[config.mk]
export PLATFORM = sky130hd
export DESIGN_NAME = alu_exec
export DESIGN_NICKNAME = d
export VERILOG_FILES = /design/src/alu_pkg.sv /design/src/alu_exec.sv /design/src/alu_flag_merge.sv /design/src/alu_logic_unit.sv /design/src/alu_arith_unit.sv
export VERILOG_INCLUDE_DIRS = /design/src
export SDC_FILE = /design/constraint.sdc
export NUM_CORES = 1
export LEC_CHECK = 0
export ABC_CLOCK_PERIOD_IN_PS = 3300
export BUFFER_PORTS_ARGS = -buffer_cell sky130_fd_sc_hd__buf_2
export CAP_MARGIN = 10
export CORE_AREA = 2 2 123 125
export CTS_CLUSTER_SIZE = 40
export DETAILED_ROUTE_END_ITERATION = 8
export DIE_AREA = 0 0 125 127
export PLACE_DENSITY = 0.78
export SLEW_MARGIN = 10
export SYNTH_ARGS = -nofsm -noshare
export SYNTH_HDL_FRONTEND = slang
export SYNTH_HIERARCHICAL = 1
export SYNTH_SLANG_ARGS = --single-unit
[constraint.sdc]
create_clock -name clk -period 3.3 [get_ports clk]
set_input_delay 0 -clock clk [delete_from_list [all_inputs] [get_ports clk]]
set_output_delay 0 -clock clk [all_outputs]
set_load 0.005 [all_outputs]
[src/alu_macros.svh]
// Execute ALU constants for datapath width, EFLAGS bit map and EFLAGS reset image
`ifndef ALU_MACROS_SVH
`define ALU_MACROS_SVH

// Integer datapath width
`define ALU_W 32

//--------------------------------------------------
// EFLAGS bit positions
//--------------------------------------------------
// Status flags
`define FLAG_CF 0
`define FLAG_PF 2
`define FLAG_AF 4
`define FLAG_ZF 6
`define FLAG_SF 7
// Control flag for string direction
`define FLAG_DF 10
`define FLAG_OF 11

//--------------------------------------------------
// Reset image
//--------------------------------------------------
// Reserved bit 1 always reads as one
`define EFLAGS_RESET 32'h0000_0002

`endif
[src/alu_pkg.sv]
// Execute ALU package with the opcode encoding and the structs passed between units
`default_nettype none

`include "alu_macros.svh"

package alu_pkg;

	//--------------------------------------------------
	// Opcodes
	//--------------------------------------------------
	// 3-bit opcode field of the request
	typedef enum logic [2:0] {
		OP_ADD = 3'd0,
		OP_OR  = 3'd1,
		OP_NOT = 3'd2,
		OP_DAA = 3'd3,
		OP_AND = 3'd4,
		OP_CLD = 3'd5,
		OP_CMP = 3'd6,
		OP_STD = 3'd7
	} alu_op_e;

	//--------------------------------------------------
	// Datapath structs
	//--------------------------------------------------
	// Operation request, valid only with in_valid
	typedef struct packed {
		alu_op_e           op;
		logic [`ALU_W-1:0] a;
		logic [`ALU_W-1:0] b;
	} alu_req_t;

	// Six status flags as produced by a unit
	typedef struct packed {
		logic of;
		logic sf;
		logic zf;
		logic af;
		logic pf;
		logic cf;
	} raw_flags_t;

	// Unit result plus raw flags, merged later by opcode
	typedef struct packed {
		logic [`ALU_W-1:0] result;
		raw_flags_t        flags;
	} unit_out_t;

endpackage

`default_nettype wire

[src/alu_exec.sv]
// Execute-stage ALU top joining the arithmetic and logic units to the flag merge stage
`timescale 1ns/1ps
`default_nettype none

`include "alu_macros.svh"

module alu_exec
	import alu_pkg::*;
(
	input  logic              clk,
	input  logic              rst_n,
	input  logic              in_valid,
	input  alu_req_t          in_req,
	output logic              out_valid,
	output logic [`ALU_W-1:0] out_result,
	output logic [`ALU_W-1:0] out_flags
);

	// Unit outputs into merge
	unit_out_t arith_out;
	unit_out_t logic_out;

	// Stored flags fed back for DAA
	logic af_q;
	logic cf_q;

	//--------------------------------------------------
	// Units
	//--------------------------------------------------
	alu_arith_unit u_arith (
		.req       (in_req),
		.arith_out (arith_out)
	);

	alu_logic_unit u_logic (
		.req       (in_req),
		.af_in     (af_q),
		.cf_in     (cf_q),
		.logic_out (logic_out)
	);

	// Single register stage
	alu_flag_merge u_merge (
		.clk        (clk),
		.rst_n      (rst_n),
		.in_valid   (in_valid),
		.op         (in_req.op),
		.arith_out  (arith_out),
		.logic_out  (logic_out),
		.af_q       (af_q),
		.cf_q       (cf_q),
		.out_valid  (out_valid),
		.out_result (out_result),
		.out_flags  (out_flags)
	);

endmodule

`default_nettype wire

[src/alu_flag_merge.sv]
// Execute ALU flag merge stage selecting the unit result and registering EFLAGS
`timescale 1ns/1ps
`default_nettype none

`include "alu_macros.svh"

module alu_flag_merge
	import alu_pkg::*;
(
	input  logic              clk,
	input  logic              rst_n,
	input  logic              in_valid,
	input  alu_op_e           op,
	input  unit_out_t         arith_out,
	input  unit_out_t         logic_out,
	output logic              af_q,
	output logic              cf_q,
	output logic              out_valid,
	output logic [`ALU_W-1:0] out_result,
	output logic [`ALU_W-1:0] out_flags
);

	unit_out_t         sel;
	raw_flags_t        wr_mask;
	logic [`ALU_W-1:0] eflags_d;
	logic [`ALU_W-1:0] eflags_q;

	//--------------------------------------------------
	// Unit select
	//--------------------------------------------------
	always_comb begin
		case (op)
			OP_ADD, OP_CMP: begin
				sel = arith_out;
			end
			OP_OR, OP_AND, OP_NOT, OP_DAA: begin
				sel = logic_out;
			end
			default: begin
				// CLD and STD return zero
				sel = '0;
			end
		endcase
	end

	// Per-opcode status flag write enables
	always_comb begin
		wr_mask = '0;
		case (op)
			OP_ADD, OP_CMP: begin
				wr_mask = '1;
			end
			OP_OR, OP_AND: begin
				// AF is kept
				wr_mask    = '1;
				wr_mask.af = 1'b0;
			end
			OP_DAA: begin
				// OF is kept
				wr_mask    = '1;
				wr_mask.of = 1'b0;
			end
			default: begin
				// NOT, CLD and STD leave status flags alone
				wr_mask = '0;
			end
		endcase
	end

	//--------------------------------------------------
	// Next EFLAGS
	//--------------------------------------------------
	// Start from stored value so reserved and unowned bits persist
	always_comb begin
		eflags_d = eflags_q;
		if (wr_mask.of)
			eflags_d[`FLAG_OF] = sel.flags.of;
		if (wr_mask.sf)
			eflags_d[`FLAG_SF] = sel.flags.sf;
		if (wr_mask.zf)
			eflags_d[`FLAG_ZF] = sel.flags.zf;
		if (wr_mask.af)
			eflags_d[`FLAG_AF] = sel.flags.af;
		if (wr_mask.pf)
			eflags_d[`FLAG_PF] = sel.flags.pf;
		if (wr_mask.cf)
			eflags_d[`FLAG_CF] = sel.flags.cf;
		// DF only touched by CLD and STD
		if (op == OP_CLD)
			eflags_d[`FLAG_DF] = 1'b0;
		if (op == OP_STD)
			eflags_d[`FLAG_DF] = 1'b1;
	end

	// Output stage, result and EFLAGS load only on accepted ops
	always_ff @(posedge clk or negedge rst_n) begin
		if (!rst_n) begin
			out_valid  <= 1'b0;
			out_result <= '0;
			eflags_q   <= `EFLAGS_RESET;
		end else begin
			out_valid <= in_valid;
			if (in_valid) begin
				out_result <= sel.result;
				eflags_q   <= eflags_d;
			end
		end
	end

	// Architectural EFLAGS doubles as the output image
	assign out_flags = eflags_q;

	// Stored AF and CF back to DAA
	assign af_q = eflags_q[`FLAG_AF];
	assign cf_q = eflags_q[`FLAG_CF];

endmodule

`default_nettype wire

[src/alu_logic_unit.sv]
// Execute ALU logic and decimal unit computing OR, AND, NOT and x86 DAA with flags
`timescale 1ns/1ps
`default_nettype none

`include "alu_macros.svh"

module alu_logic_unit
	import alu_pkg::*;
(
	input  alu_req_t  req,
	input  logic      af_in,
	input  logic      cf_in,
	output unit_out_t logic_out
);

	//--------------------------------------------------
	// BCD digit adjust
	//--------------------------------------------------
	// One digit step, adds 6 on request plus carry from the digit below
	// Bit 4 of the return value is the carry into the next digit
	function automatic logic [4:0] daa_digit(
		input logic [3:0] digit,
		input logic       adjust,
		input logic       carry_in
	);
		logic [4:0] step;
		step = adjust ? 5'd6 : 5'd0;
		daa_digit = {1'b0, digit} + step + {4'd0, carry_in};
	endfunction

	logic [`ALU_W-1:0] res;
	logic [7:0]        daa_byte;
	logic [4:0]        lo_sum;
	logic [4:0]        hi_sum;
	logic              adj_lo;
	logic              adj_hi;
	logic              is_daa;

	// Low digit out of range or stored AF
	assign adj_lo = (req.a[3:0] > 4'd9) | af_in;

	// Whole byte above 99 or stored CF
	// judged on the original byte, not the low-adjusted one
	assign adj_hi = (req.a[7:0] > 8'h99) | cf_in;

	// Low digit first, its carry ripples into the high digit
	assign lo_sum = daa_digit(req.a[3:0], adj_lo, 1'b0);
	assign hi_sum = daa_digit(req.a[7:4], adj_hi, lo_sum[4]);

	// High digit carry is dropped, CF comes from adj_hi
	assign daa_byte = {hi_sum[3:0], lo_sum[3:0]};

	assign is_daa = (req.op == OP_DAA);

	//--------------------------------------------------
	// Result select
	//--------------------------------------------------
	always_comb begin
		case (req.op)
			OP_OR: begin
				res = req.a | req.b;
			end
			OP_AND: begin
				res = req.a & req.b;
			end
			OP_NOT: begin
				res = ~req.a;
			end
			OP_DAA: begin
				// Adjusted byte zero-extended
				res = {{(`ALU_W-8){1'b0}}, daa_byte};
			end
			default: begin
				// Arithmetic and DF ops do not use this unit
				res = '0;
			end
		endcase
	end

	//--------------------------------------------------
	// Flag generation
	//--------------------------------------------------
	assign logic_out.result = res;

	// Logic ops clear OF
	// DAA leaves OF alone through the write mask
	assign logic_out.flags.of = 1'b0;

	// Sign of 8-bit result for DAA, of full word otherwise
	assign logic_out.flags.sf = is_daa ? daa_byte[7] : res[`ALU_W-1];

	// Upper bits are zero for DAA so one compare covers both
	assign logic_out.flags.zf = (res == '0);

	// Only DAA writes AF
	assign logic_out.flags.af = adj_lo;

	// Even parity of low byte
	assign logic_out.flags.pf = ~^res[7:0];

	// Decimal carry for DAA, cleared by OR and AND
	assign logic_out.flags.cf = is_daa ? adj_hi : 1'b0;

endmodule

`default_nettype wire

[src/alu_arith_unit.sv]
// Execute ALU arithmetic unit computing ADD and CMP results with x86 status flags
`timescale 1ns/1ps
`default_nettype none

`include "alu_macros.svh"

module alu_arith_unit
	import alu_pkg::*;
(
	input  alu_req_t  req,
	output unit_out_t arith_out
);

	// Sum and difference carry one extra bit for CF
	logic [`ALU_W:0]   sum;
	logic [`ALU_W:0]   diff;
	logic              is_cmp;
	logic [`ALU_W-1:0] res;
	logic              carry;
	logic              b_eff_msb;

	//--------------------------------------------------
	// Adder and subtractor
	//--------------------------------------------------
	// Both run in parallel, op picks one
	assign sum  = {1'b0, req.a} + {1'b0, req.b};
	assign diff = {1'b0, req.a} - {1'b0, req.b};

	// CMP is the only subtracting opcode here
	assign is_cmp = (req.op == OP_CMP);

	// Difference is visible on the result for CMP
	assign res = is_cmp ? diff[`ALU_W-1:0] : sum[`ALU_W-1:0];

	// Bit 32 is carry for ADD and borrow for CMP
	assign carry = is_cmp ? diff[`ALU_W] : sum[`ALU_W];

	// Sign of b as seen by the adder, inverted when subtracting
	assign b_eff_msb = req.b[`ALU_W-1] ^ is_cmp;

	//--------------------------------------------------
	// Flag generation
	//--------------------------------------------------
	assign arith_out.result = res;

	// Signed overflow when operand signs match and result sign flips
	assign arith_out.flags.of = (req.a[`ALU_W-1] == b_eff_msb) &&
		(res[`ALU_W-1] != req.a[`ALU_W-1]);

	// Sign from top bit
	assign arith_out.flags.sf = res[`ALU_W-1];

	// Zero over full width
	assign arith_out.flags.zf = (res == '0);

	// Nibble carry or borrow recovered from bit 4
	// works for sum and difference alike
	assign arith_out.flags.af = req.a[4] ^ req.b[4] ^ res[4];

	// Even parity of low byte
	assign arith_out.flags.pf = ~^res[7:0];

	// Carry out or borrow
	assign arith_out.flags.cf = carry;

endmodule

`default_nettype wire

==> impl_metrics.ini <==
[min_path]
hold_class = input pin to flip-flop

[clock_tree]
clockBufferDepth = 2
htreeDepth = 2
clkLatencyLatePin_ns = 0.30
clock-sinks = 40
clkSlewWorstSetupHoldPaths_ns = 0.07
root_buffer = clkbuf_16
numCtsBuffers = 5
tritoncts = yes

[layout]
antennaDiodeCount = 0
fill_cells = 1250
drive_gt1_share_pct = 31.8
final_cell_mix = buf_4, nor2_1, buf_2
fin_nets = 1508
final_cell_area_um2 = 10300
seqCellArea_um2 = 1000
multi_input_area_um2 = 5980
final_common_cell = buf_4
syn_to_final_growth_pct = 35.9

[timing]
setup_ws_ns = -0.452
fmax_ghz = 0.267
slew_viol_final = 0
slew_headroom_pct = 35.4
finalSetupViolCount = 2
min_period_ns = 3.75
clock_skew_ns = 0.00121
fin_hold_ws_ns = 0.0595
finalHoldViolations = 0
rsz0062_at_grt = true
max_slew.worst_pin.slew_ns = 0.969
fin_crit_sh_pct = 114

[synthesis]
synth_cell_types = 81
ys_ff_latch = 40
synth_warnings = 6
synth_ff_type = dfrtp_1
avgSynthCellArea_um2 = 7.27
ys_seq_area_share_pct = 13.2
synth_area_um2 = 7580
synthArstFlopShare_pct = 100
syn_inst = 1042
synth_enable_flop_cells = 0

[drt]
vias = 9461
drt-initial-drc-count = 1022
drtPass1Iterations = 5
vias_per_cell = 6.14
antenna_left = 0
routedWlPerCell_um = 20.0
drc = 0
wl_um = 30900

[place]
placed_area_um2 = 9920
dp_hpwl_um = 24000
gp_congestion = 1.03
numPortBuffers = 109
dp_slack_ns = -0.600

[outcome]
status = finished with violations
violations = negative setup slack

[worst_setup_path]
start_kind = flip-flop
endpoint_kind = flip-flop
crit_type = flip-flop to flip-flop
required_ns = 3.52
cp.arrival_ns = 3.97
crit_fanout = 4

[die]
placementRows = 44
die_height_um = 127
num_io_pins = 135
die_w_um = 125
core_um2 = 14400
start_util_pct = 52.6
dieArea_um2 = 15900

[global_route]
overflow = 0
grt_max_degree = 45
antenna_found_initial = 1
grt_pass1_vias = 8893
grt_pass1_wl_um = 47200
track_usage_pct = 37.0

[power]
cellPowerDensity_nw_per_um2 = 322
vdd_drop_max_uv = 260
fin_total_pwr_mw = 3.31
power_leakage_nw = 5.08

[job]
cap_violations = 0
cell usage after synthesis, types with 8 or more instances:
master / count / area, um2
nand4_1: 13 / 81.3
or3_1: 8 / 50.1
a31oi_1: 29 / 181
dfrtp_1: 40 / 1000
o21bai_1: 9 / 67.6
buf_2: 19 / 95.1
nor2b_1: 50 / 313
nand2_1: 57 / 214
o211ai_1: 11 / 82.6
a21oi_1: 71 / 355
nor3_1: 21 / 105
ha_1: 78 / 976
xnor2_1: 33 / 289
o21a_1: 12 / 90.1
o22ai_1: 26 / 163
nor2_1: 120 / 450
a21o_1: 9 / 67.6
a221o_1: 36 / 360
clkbuf_1: 30 / 113
inv_1: 83 / 312
nor4_1: 15 / 93.8
o2bb2ai_1: 9 / 78.8
nand3_1: 13 / 65.1
buf_4: 36 / 270
mux2i_1: 8 / 80.1
o31ai_1: 14 / 105
nand2b_1: 13 / 81.3
o21ai_0: 47 / 235
o22a_1: 8 / 70.1
worst paths after layout:
check,start,endpoint,slack [ns],depth (start not counted)
max,u_merge/out_flags[4],u_merge/out_flags[6],-0.45,18
min,in_valid,u_merge/out_valid,0.06,1
max reg2reg,u_merge/out_flags[4],u_merge/out_flags[6],-0.45,18
min reg2reg,u_merge/out_flags[10],u_merge/out_flags[10],0.51,1
max in group asynchronous,rst_n,u_merge/out_result[23],2.30,2
min in group asynchronous,rst_n,u_merge/out_result[13],0.41,2
metrics by stage:
stage,cells,util [%],TNS (ns)
CTS,1539,70.4,-0.512
detailed placement,1526,68.8,-2.42
global route,1541,71.4,-1.27
finish,1541,71.4,-0.771
floorplan,1065,-,-0.103
global placement,1526,68.8,-1.85
worst max-delay path, stage by stage (launching register included):
cell and delay (ns):
dfrtp_1 0.38, nand2b_4 0.18, ha_4 0.27, a21oi_2 0.04, nor2_1 0.09, ha_2 0.19
inv_2 0.04, fa_1 0.57, a21oi_2 0.07, o21ai_1 0.15, a21oi_1 0.10, a31oi_1 0.23
ha_2 0.22, nand4_1 0.17, nor4_2 0.18, and4_1 0.25, mux2i_1 0.08, a221o_1 0.33
a2bb2oi_1 0.13
layer usage:
layer  track usage [%]  vias up  share of wire [%]  routed length [um]
li1                  -     4399                  -                   -
met1              52.0     4400                 43               13300
met2              60.1      575                 45               13900
met3              3.64       87                8.8                2710
met4              11.5        0                3.3                1010
met5                 0        -                  0                   0
sequential cells by signal, summed over array words and instances (netlist names):
signal	flops
u_merge/out_valid	1
u_merge/out_flags	7
u_merge/out_result	32
power breakdown:
part	switching (mW)	total, mW	internal [mW]
clock	0.236	0.596	0.360
combinational	1.10	2.10	0.996
sequential	0.0524	0.621	0.568
cell type report:
class | count | share of cell area (%)
Multi-Input combinational cell | 848 | 58.1
Inverter | 84 | 3.06
Tap cell | 184 | 2.23
Clock buffer | 5 | 1.21
Clock inverter | 3 | 0.449
Timing Repair Buffer | 377 | 25.3
Sequential cell | 40 | 9.72
timing repair:
action                                 in CTS  in global routing
gates resized for setup                     9                 24
setup buffers                               4                  2
setup endpoints to repair                   5                  5
pin swaps                                  15                 12
hold buffers                                1                  0
endpoints found under the hold margin      40                  0
kinds of logic after synthesis:
kind of cell               Yosys count  share of synthesized area, %
adders and majority gates           82                          13.9
DFF                                 40                          13.2
and+or+nand+nor                    347                          23.2
AOI/OAI and AO/OA                  345                          32.2
buffers and inverters              177                          11.7
xor gates and xnor gates            39                          4.51
other                                3                         0.149
muxes                                9                          1.21
(Power assumes the default switching activity.)
